### src/source/nn_mem_pkg.sv
package nn_mem_pkg;

	// Layer configuration for the hidden layer memory controller
	localparam int P  = 16; // Neurons in the previous layer
	localparam int FO = 2;  // Fan-out of each previous layer neuron
	localparam int Z  = 4;  // Memories in one collection
	localparam int L  = 3;  // Layers in the whole network
	localparam int H  = 1;  // Index of this hidden layer
	localparam int EC = 2;  // Extra clocks appended to every training cycle

	// The memories hold words of this width while the controller never touches data
	localparam int WIDTH = 12;

	// Clocks per training cycle and the part of it that carries real work
	localparam int CPC        = P*FO/Z + EC;
	localparam int EFF_CYCLES = CPC - EC;

	// Activation collections needed to keep values alive until update
	localparam int COLL = 2*(L-H) - 1;

	// A part is a group of Z/FO memories written together in one clock
	localparam int MEMS_PER_PART = Z/FO;

	localparam int LOG_PBYZ  = (P == Z) ? 1 : $clog2(P/Z); // Cells per memory need this many bits
	localparam int LOG_Z     = (Z == 1) ? 1 : $clog2(Z);   // Select width of each Z to 1 mux
	localparam int PART_BITS = (FO == 1) ? 1 : $clog2(FO);
	localparam int PTR_BITS  = (COLL == 1) ? 1 : $clog2(COLL);
	localparam int IDX_BITS  = $clog2(CPC);
	localparam int MIDX_BITS = $clog2(P); // One index names a neuron of the previous layer

	typedef logic [IDX_BITS-1:0]  cycle_idx_t;
	typedef logic [LOG_PBYZ-1:0]  mem_addr_t;
	typedef logic [PTR_BITS-1:0]  coll_ptr_t;
	typedef logic [Z-1:0]         we_vec_t;     // One write enable per memory of a collection

	typedef mem_addr_t [Z-1:0]                 addr_vec_t;    // Memory m uses element m
	typedef logic [Z-1:0][LOG_Z-1:0]           muxsel_vec_t;
	typedef logic [Z-1:0][MIDX_BITS-1:0]       mem_idx_vec_t; // Interleaver output, one per lane

	// All collection pointers move together at the end of a training cycle
	typedef struct packed {
		coll_ptr_t rff; // Activation collection read for feed-forward of the next layer
		coll_ptr_t wff; // Activation collection being written by this layer
		coll_ptr_t rup; // Activation collection read for the weight update
		logic      rbp; // Delta collection read for backpropagation to the previous layer
	} coll_ptrs_t;

	// Every activation/adot memory gets an address and a write enable
	typedef struct packed {
		addr_vec_t [COLL-1:0] addr;
		we_vec_t   [COLL-1:0] we;
	} act_ctl_t;

	// Both delta collections are dual ported for the read-modify-write
	typedef struct packed {
		addr_vec_t [1:0] addr_a;
		we_vec_t   [1:0] we_a;
		addr_vec_t [1:0] addr_b;
		we_vec_t   [1:0] we_b;
	} del_ctl_t;

	// Part that is served in the clock given by a cycle index
	function automatic int cycle_part(input cycle_idx_t ci);
		cycle_part = int'(ci) % FO;
	endfunction

	// Part that memory m belongs to
	function automatic int mem_part(input int m);
		mem_part = m / MEMS_PER_PART;
	endfunction

	// Cell address for sequential access, the cycle index with its part bits dropped
	function automatic mem_addr_t seq_addr(input cycle_idx_t ci);
		seq_addr = mem_addr_t'(int'(ci) / FO);
	endfunction

endpackage

### src/source/coll_pointers.sv
`timescale 1ns/1ps

module coll_pointers (
	input  logic                   clk,
	input  logic                   rst_n_i,
	input  nn_mem_pkg::cycle_idx_t cycle_index_i, // Clock position inside the training cycle
	output nn_mem_pkg::coll_ptrs_t ptrs_o          // Pointers valid for the whole cycle
);

	import nn_mem_pkg::*;

	coll_ptrs_t ptrs_q;
	logic       cycle_end; // Last clock of the training cycle

	// Move one collection ahead and wrap after the last one
	function automatic coll_ptr_t next_coll(input coll_ptr_t cur);
		next_coll = (cur == coll_ptr_t'(COLL - 1)) ? '0 : cur + 1'b1;
	endfunction

	assign cycle_end = (cycle_index_i == cycle_idx_t'(CPC - 1));

	// The three activation pointers start one collection apart and keep that spacing
	// The layer ahead reads rff while this layer fills wff and the update reads rup
	always_ff @(posedge clk) begin
		if (!rst_n_i) begin
			ptrs_q.rff <= coll_ptr_t'(0);
			ptrs_q.wff <= coll_ptr_t'(1 % COLL);
			ptrs_q.rup <= coll_ptr_t'(2 % COLL);
			ptrs_q.rbp <= 1'b0;
		end else if (cycle_end) begin
			ptrs_q.rff <= next_coll(ptrs_q.rff); // What was written becomes readable for FF
			ptrs_q.wff <= next_coll(ptrs_q.wff);
			ptrs_q.rup <= next_coll(ptrs_q.rup);
			ptrs_q.rbp <= ~ptrs_q.rbp; // Accumulated deltas are now read for BP
		end
	end

	// New values show up in the clock where the cycle index is back at 0
	assign ptrs_o = ptrs_q;

endmodule

### src/source/read_addr_decoder.sv
`timescale 1ns/1ps

module read_addr_decoder (
	input  logic                     clk,
	input  logic                     rst_n_i,
	input  nn_mem_pkg::mem_idx_vec_t memory_index_i, // Neuron indices from the interleaver
	output nn_mem_pkg::addr_vec_t    raddr_o,        // Cell to read in each memory
	output nn_mem_pkg::muxsel_vec_t  muxsel_o        // Lane routing after the memory read
);

	import nn_mem_pkg::*;

	muxsel_vec_t muxsel_q;

	// Neuron n lives in memory n mod Z at cell n div Z
	genvar gv_m;
	generate
		for (gv_m = 0; gv_m < Z; gv_m++) begin : g_lane
			if (P == Z) begin : g_one_cell
				assign raddr_o[gv_m] = '0; // Every memory holds a single cell
			end else begin : g_cells
				// High bits pick the cell and the low bits name the memory
				assign raddr_o[gv_m] = memory_index_i[gv_m][MIDX_BITS-1:LOG_Z];
			end
		end
	endgenerate

	// Lane m takes the word of memory m
	// Registered so that the select lines up with the read data one clock later
	always_ff @(posedge clk) begin
		if (!rst_n_i) begin
			muxsel_q <= '0;
		end else begin
			for (int m = 0; m < Z; m++) begin
				muxsel_q[m] <= LOG_Z'(m);
			end
		end
	end

	assign muxsel_o = muxsel_q;

endmodule

### src/source/act_coll_ctr.sv
`timescale 1ns/1ps

module act_coll_ctr (
	input  logic                   clk,
	input  logic                   rst_n_i,
	input  nn_mem_pkg::cycle_idx_t cycle_index_i,
	input  nn_mem_pkg::addr_vec_t  raddr_i,   // Decoded interleaver read addresses
	input  nn_mem_pkg::coll_ptrs_t ptrs_i,
	output nn_mem_pkg::act_ctl_t   act_ctl_o, // Address and write enable of every memory
	output nn_mem_pkg::coll_ptr_t  rff_ptr_o, // FF read pointer aligned with the read data
	output nn_mem_pkg::coll_ptr_t  rup_ptr_o  // UP read pointer aligned with the read data
);

	import nn_mem_pkg::*;

	cycle_idx_t cycle_d1;
	cycle_idx_t cycle_d2;  // The previous layer delivers its first values two clocks late
	coll_ptr_t  rff_q;
	coll_ptr_t  rup_q;
	mem_addr_t  wff_addr;  // Cell written in every memory of the wFF collection
	logic       wr_window; // Incoming values are real in this clock
	int         wr_part;   // Part whose memories take the incoming values

	always_ff @(posedge clk) begin
		if (!rst_n_i) begin
			cycle_d1 <= '0;
			cycle_d2 <= '0;
			rff_q    <= '0;
			rup_q    <= '0;
		end else begin
			cycle_d1 <= cycle_index_i;
			cycle_d2 <= cycle_d1;
			rff_q    <= ptrs_i.rff; // Memory read takes one clock
			rup_q    <= ptrs_i.rup;
		end
	end

	assign wff_addr  = seq_addr(cycle_d2); // Same cell for FO clocks in a row, one per part
	assign wr_window = rst_n_i && (cycle_d2 < cycle_idx_t'(EFF_CYCLES));
	assign wr_part   = cycle_part(cycle_d2);

	// Each clock fills one cell in the Z/FO memories of one part
	// After FO clocks every memory of the collection holds one more cell
	always_comb begin
		for (int c = 0; c < COLL; c++) begin
			if (ptrs_i.wff == coll_ptr_t'(c)) begin
				act_ctl_o.addr[c] = {Z{wff_addr}}; // Collection being filled
			end else begin
				act_ctl_o.addr[c] = raddr_i; // Reads are free to use the other collections
			end
			for (int m = 0; m < Z; m++) begin
				act_ctl_o.we[c][m] = wr_window &&
					(ptrs_i.wff == coll_ptr_t'(c)) &&
					(mem_part(m) == wr_part);
			end
		end
	end

	assign rff_ptr_o = rff_q;
	assign rup_ptr_o = rup_q;

endmodule

### src/source/del_coll_ctr.sv
`timescale 1ns/1ps

module del_coll_ctr (
	input  logic                   clk,
	input  logic                   rst_n_i,
	input  nn_mem_pkg::cycle_idx_t cycle_index_i,
	input  nn_mem_pkg::addr_vec_t  raddr_i,          // Interleaved addresses for the RMW
	input  nn_mem_pkg::coll_ptrs_t ptrs_i,
	output nn_mem_pkg::del_ctl_t   del_ctl_o,        // Port A and B control of both collections
	output nn_mem_pkg::cycle_idx_t cycle_index_dly_o // Lets the datapath line up its write data
);

	import nn_mem_pkg::*;

	cycle_idx_t cycle_d1;
	addr_vec_t  raddr_d1;  // Read address of the RMW, reused one clock later for the write
	mem_addr_t  seq_now;   // Sequential cell read from the BP collection this clock
	mem_addr_t  seq_d1;    // The same cell one clock later when it gets cleared
	logic       a_window;  // Clocks where the RMW write on port A is allowed
	logic       b_window;  // Clocks where the clear on port B is allowed
	int         clr_part;  // Part whose memories are cleared this clock

	always_ff @(posedge clk) begin
		if (!rst_n_i) begin
			cycle_d1 <= '0;
			raddr_d1 <= '0;
			seq_d1   <= '0;
		end else begin
			cycle_d1 <= cycle_index_i;
			raddr_d1 <= raddr_i;
			seq_d1   <= seq_now;
		end
	end

	assign seq_now = seq_addr(cycle_index_i);

	// Nothing has been read yet in clock 0 so no write can follow
	// Past EFF_CYCLES the last read has already been written back
	assign a_window = rst_n_i &&
		(cycle_index_i != '0) &&
		(cycle_index_i <= cycle_idx_t'(EFF_CYCLES));

	// The clear trails the sequential read by one clock
	assign b_window = rst_n_i && (cycle_d1 < cycle_idx_t'(EFF_CYCLES));
	assign clr_part = cycle_part(cycle_d1);

	// The rBP collection is read in order on port A for BP of the previous layer
	// Port B zeroes each cell right behind the read because this collection
	// starts accumulating from scratch in the next training cycle
	// The other collection reads partial deltas on port B and writes the sums on port A
	always_comb begin
		for (int c = 0; c < 2; c++) begin
			if (ptrs_i.rbp == 1'(c)) begin
				del_ctl_o.addr_a[c] = {Z{seq_now}};
				del_ctl_o.addr_b[c] = {Z{seq_d1}};
			end else begin
				del_ctl_o.addr_a[c] = raddr_d1; // Write back where was read one clock before
				del_ctl_o.addr_b[c] = raddr_i;
			end
			for (int m = 0; m < Z; m++) begin
				del_ctl_o.we_a[c][m] = a_window && (ptrs_i.rbp != 1'(c));
				del_ctl_o.we_b[c][m] = b_window &&
					(ptrs_i.rbp == 1'(c)) &&
					(mem_part(m) == clr_part); // Cleared part by part, like the write of act
			end
		end
	end

	// Port A and port B of one collection are never written in the same clock
	// because each port only writes for one of the two pointer values

	assign cycle_index_dly_o = cycle_d1;

endmodule

### src/source/hidden_layer_mem_ctr.sv
`timescale 1ns/1ps

module hidden_layer_mem_ctr (
	input  logic                     clk,
	input  logic                     rst_n_i,
	input  nn_mem_pkg::cycle_idx_t   cycle_index_i,     // Counts 0 to CPC-1 and wraps
	input  nn_mem_pkg::mem_idx_vec_t memory_index_i,    // New neuron indices every clock
	output nn_mem_pkg::act_ctl_t     act_ctl_o,         // Activation and adot memories
	output nn_mem_pkg::del_ctl_t     del_ctl_o,         // Delta memories
	output nn_mem_pkg::cycle_idx_t   cycle_index_dly_o, // Cycle index one clock late
	output nn_mem_pkg::coll_ptr_t    act_rff_ptr_o,
	output nn_mem_pkg::coll_ptr_t    act_rup_ptr_o,
	output logic                     del_rbp_ptr_o,
	output nn_mem_pkg::muxsel_vec_t  muxsel_o
);

	import nn_mem_pkg::*;

	coll_ptrs_t ptrs;  // Collection pointers shared by both collection controllers
	addr_vec_t  raddr; // Decoded read addresses shared by both collection controllers

	// Advances all collection pointers at the end of every training cycle
	coll_pointers coll_pointers_inst (
		.clk,
		.rst_n_i,
		.cycle_index_i,
		.ptrs_o(ptrs)
	);

	// Turns the neuron indices into cell addresses and mux selects
	read_addr_decoder read_addr_decoder_inst (
		.clk,
		.rst_n_i,
		.memory_index_i,
		.raddr_o(raddr),
		.muxsel_o
	);

	act_coll_ctr act_coll_ctr_inst (
		.clk,
		.rst_n_i,
		.cycle_index_i,
		.raddr_i(raddr),
		.ptrs_i(ptrs),
		.act_ctl_o,
		.rff_ptr_o(act_rff_ptr_o),
		.rup_ptr_o(act_rup_ptr_o)
	);

	del_coll_ctr del_coll_ctr_inst (
		.clk,
		.rst_n_i,
		.cycle_index_i,
		.raddr_i(raddr),
		.ptrs_i(ptrs),
		.del_ctl_o,
		.cycle_index_dly_o
	);

	// The BP pointer goes out undelayed since the delta read uses it in the same clock
	assign del_rbp_ptr_o = ptrs.rbp;

endmodule

### config.mk
export PLATFORM = sky130hd
export DESIGN_NAME = hidden_layer_mem_ctr
export DESIGN_NICKNAME = d
export VERILOG_FILES = /design/src/source/nn_mem_pkg.sv /design/src/source/coll_pointers.sv /design/src/source/read_addr_decoder.sv /design/src/source/act_coll_ctr.sv /design/src/source/del_coll_ctr.sv /design/src/source/hidden_layer_mem_ctr.sv
export SDC_FILE = /design/constraint.sdc
export NUM_CORES = 1
export LEC_CHECK = 0
export ABC_CLOCK_PERIOD_IN_PS = 2100
export BUFFER_PORTS_ARGS = -buffer_cell sky130_fd_sc_hd__buf_4
export CAP_MARGIN = 25
export CORE_MARGIN = 5
export CORE_UTILIZATION = 27
export CTS_BUF_LIST = sky130_fd_sc_hd__clkbuf_4 sky130_fd_sc_hd__clkbuf_8
export CTS_CLUSTER_DIAMETER = 150
export DETAILED_ROUTE_END_ITERATION = 8
export PLACE_DENSITY = 0.61
export SETUP_SLACK_MARGIN = 0.1
export SYNTH_ARGS = -nofsm -noshare
export SYNTH_HDL_FRONTEND = slang
export SYNTH_SLANG_ARGS = --single-unit
### constraint.sdc
create_clock -name clk -period 2.1 [get_ports clk]
set_clock_uncertainty 0.2 [all_clocks]
set_input_delay 0.42 -clock clk [delete_from_list [all_inputs] [get_ports clk]]
set_output_delay 0.42 -clock clk [all_outputs]
set_load 0.03 [all_outputs]
==> impl_metrics.py <==
metrics = {
    "floorplan": {
        "start_util_pct": 27.90,
        "io_pins": 123,
        "num_rows": 28,
        "coreArea_um2": 5956,
        "dieWidth_um": 88.45,
        "dieArea_um2": 7823,
        "fp.dieH_um": 88.45,
    },
    "clock_network": {
        "cts-root-buf": "clkbuf_8",
        "clk_pin_slew_ps": 100,
        "cts.sinks": 28,
        "clkLatencyLatePin_ps": 270,
        "ctsLongestPathBuffers": 2,
        "cts_hold_buf": 0,
        "htreeDepth": 1,
        "tritoncts": "yes",
        "numCtsBuffers": 3,
    },
    "timing": {
        "hold_violations": 0,
        "hold_slack_ps": 175.3,
        "finalCritPeriodShare_pct": 94.44,
        "final.setup.worst_slack_ps": 116.7,
        "drv_slew": 0,
        "fin_crit_ps": 1983,
        "grt_setup_unrepaired": "yes",
        "clock.fmax_mhz": 504.2,
        "setup_viol": 0,
    },
    "pwr": {
        "pwr-share-clk_pct": 22.3,
        "p_leak_nw": 1.429,
        "switching_share_pct": 37.43,
        "seq_power_share_pct": 37.8,
        "peakVddDrop_mv": 0.2504,
        "cell_internal_pwr_mw": 0.9467,
        "combPwrFrac_pct": 40.0,
        "total_power_mw": 1.513,
        "power_density_nw_per_um2": 544.7,
        "p_sw_mw": 0.5662,
    },
    "global_routing": {
        "antenna_found_initial": 0,
        "grt_overflow_total": 0,
        "grt_max_degree": 32,
        "grt_pass1_vias": 1705,
        "grt_pass1_wl_mm": 8.079,
        "grt_use_total_pct": 12.89,
    },
    "layout": {
        "layoutNonFillerInstCount": 402,
        "nets": 350,
        "drive_gt1_share_pct": 51.38,
        "diodes": 0,
        "fillerInstances": 612,
        "synthToLayoutAreaGrowth_pct": 67.17,
        "fin_area_um2": 2778,
    },
    "routing": {
        "drtAntennaViolNets": 0,
        "wl_per_cell_um": 13.60,
        "wl_mm": 5.469,
        "num_vias": 1810,
        "first_iter_violations": 67,
        "drcViolationCount": 0,
        "routed_via_density": 4.502,
        "drt_pass1_iterations": 4,
    },
    "synth": {
        "yosysMostFrequentCell": "nand2_1",
        "syn-cell-area_um2": 1662,
        "syn_area_per_cell_um2": 7.193,
        "synth_common_cells": "nand2_1, o21ai_0, dfxtp_1, buf_4, and2_1",
        "ys_top_cells_by_area": "dfxtp_1, buf_4, nand2_1",
        "synth_largest_area_cell": "dfxtp_1",
        "synth_cell_types": 34,
        "yosysSeqAreaShare_pct": 33.73,
        "syn_inst": 231,
        "yosysWarnings": 0,
        "synth_seq_cells": 28,
        "async_flop_share_pct": 0,
        "synth_top_area_share_pct": 33.73,
        "synth_flop_cell": "dfxtp_1",
        "synth_edf_count": 0,
    },
    "hold_path": {
        "hold_class": "in2reg",
    },
    "critical_path": {
        "worstPathRequired_ps": 1480,
        "crit_family": "flip-flops",
        "arrival_ps": 1360,
        "endpoint_kind": "output port",
        "start_kind": "register",
        "crit_slowest_cell": "dfxtp_4",
        "worst-path-buf-inv": 2,
        "cp_max_fo": 7,
        "critPathMaxStageDelay_ps": 410,
        "worstPathCellList": "nor2b_4, buf_6, nand2_4, o21ai_1, buf_4",
        "crit_type": "reg2out",
    },
    "flow_run": {
        "maxCapViolations": 0,
    },
    "placed_design": {
        "dp_hpwl_mm": 4.166,
        "dp_cells": 389,
        "io_buffers": 110,
        "gp_congestion": 0.7282,
        "placed_area_um2": 2475,
        "post-place-ws_ps": -6.636,
    },
    "status": {
        "status": "finished, final reports clean",
    },
}
-- power groups by stage --
stage	clock [mW]	combinational, mW	sequential (mW)
after global placement	0	0.556	0.587
after detailed placement	0	0.560	0.587
after floorplan	0	0.353	0.593
after CTS	0.349	0.574	0.571
final	0.337	0.605	0.572
after global routing	0.367	0.640	0.575
-- layer usage --
metal | part of all wire, % | global-route usage, % | wire length, um | vias to the layer above
li1 | - | - | - | 888
met1 | 40 | 15.57 | 2212 | 829
met2 | 48 | 22.98 | 2608 | 89
met3 | 11 | 3.259 | 605 | 4
met4 | 0.77 | 2.885 | 42 | 0
met5 | 0 | 0 | 0 | -
-- area by class of cell --
class	instances	area [um2]	area share, %
inverter	18	67.56	2.432
timing repair buffer	123	994.7	35.81
sequential	28	571.8	20.59
clock buffer	4	55.05	1.982
tap	75	93.84	3.378
multi-input combinational	154	994.7	35.81
-- cell usage in the layout (no fill, tap or decap), drive strengths merged, types with 2 or more instances in the layout --
| cell | instances |
|---|---|
| or3b | 2 |
| nor2b | 3 |
| dfxtp | 28 |
| nor2 | 12 |
| nand2 | 45 |
| nand2b | 7 |
| clkbuf | 4 |
| inv | 18 |
| a21o | 8 |
| and2 | 22 |
| conb | 4 |
| or2 | 2 |
| a21boi | 2 |
| nor3 | 3 |
| or3 | 2 |
| o21ai | 32 |
| buf | 123 |
-- cell families (layout without fill, tap and decap cells) --
kind of cell    count (synthesis)  after routing  share of synthesized area [%]
compound gates                 44             44                          15.06
xor+xnor                        2              2                          1.054
other cells                     1              4                         0.2257
buf+inv                        53            145                          17.77
simple gates                  102            103                          31.55
flops                          28             28                          33.74
mux                             1              1                         0.6024
-- registers in the layout (all words and copies together), names as in the netlist --
register and flops:
act_coll_ctr_inst.rup_ptr_o 2, del_coll_ctr_inst.raddr_d1 8, act_coll_ctr_inst.cycle_d2 4, read_addr_decoder_inst.muxsel_o 1, coll_pointers_inst.ptrs_o 7, act_coll_ctr_inst.rff_ptr_o 2, act_coll_ctr_inst.cycle_d1 4
-- through the flow --
step                      TNS (ps)  utilization, %
after CTS                        0           43.76
after global routing             0           46.64
after floorplan             -95.67               -
after detailed placement    -23.54           41.55
after global placement           0           41.55
final                            0           46.64
-- path summary, 6_finish.rpt --
path,from,end,slack [ps],cells past startpoint
setup reg to reg,coll_pointers_inst.ptrs_o[3],coll_pointers_inst.ptrs_o[4],880,4
hold / removal,memory_index_i[7],del_coll_ctr_inst.raddr_d1[3],180,2
hold reg to reg,coll_pointers_inst.ptrs_o[1],coll_pointers_inst.ptrs_o[1],290,2
setup / recovery,coll_pointers_inst.ptrs_o[4],act_ctl_o[28],120,5
-- what timing repair did --
action | CTS | global route
buffers inserted | 4 | 2
pin swaps | 2 | 2
endpoints found under the setup margin | 73 | 45
cloned | 1 | 2
gates resized for setup | 12 | 58
Note: power is estimated with default switching activity, not from simulation.
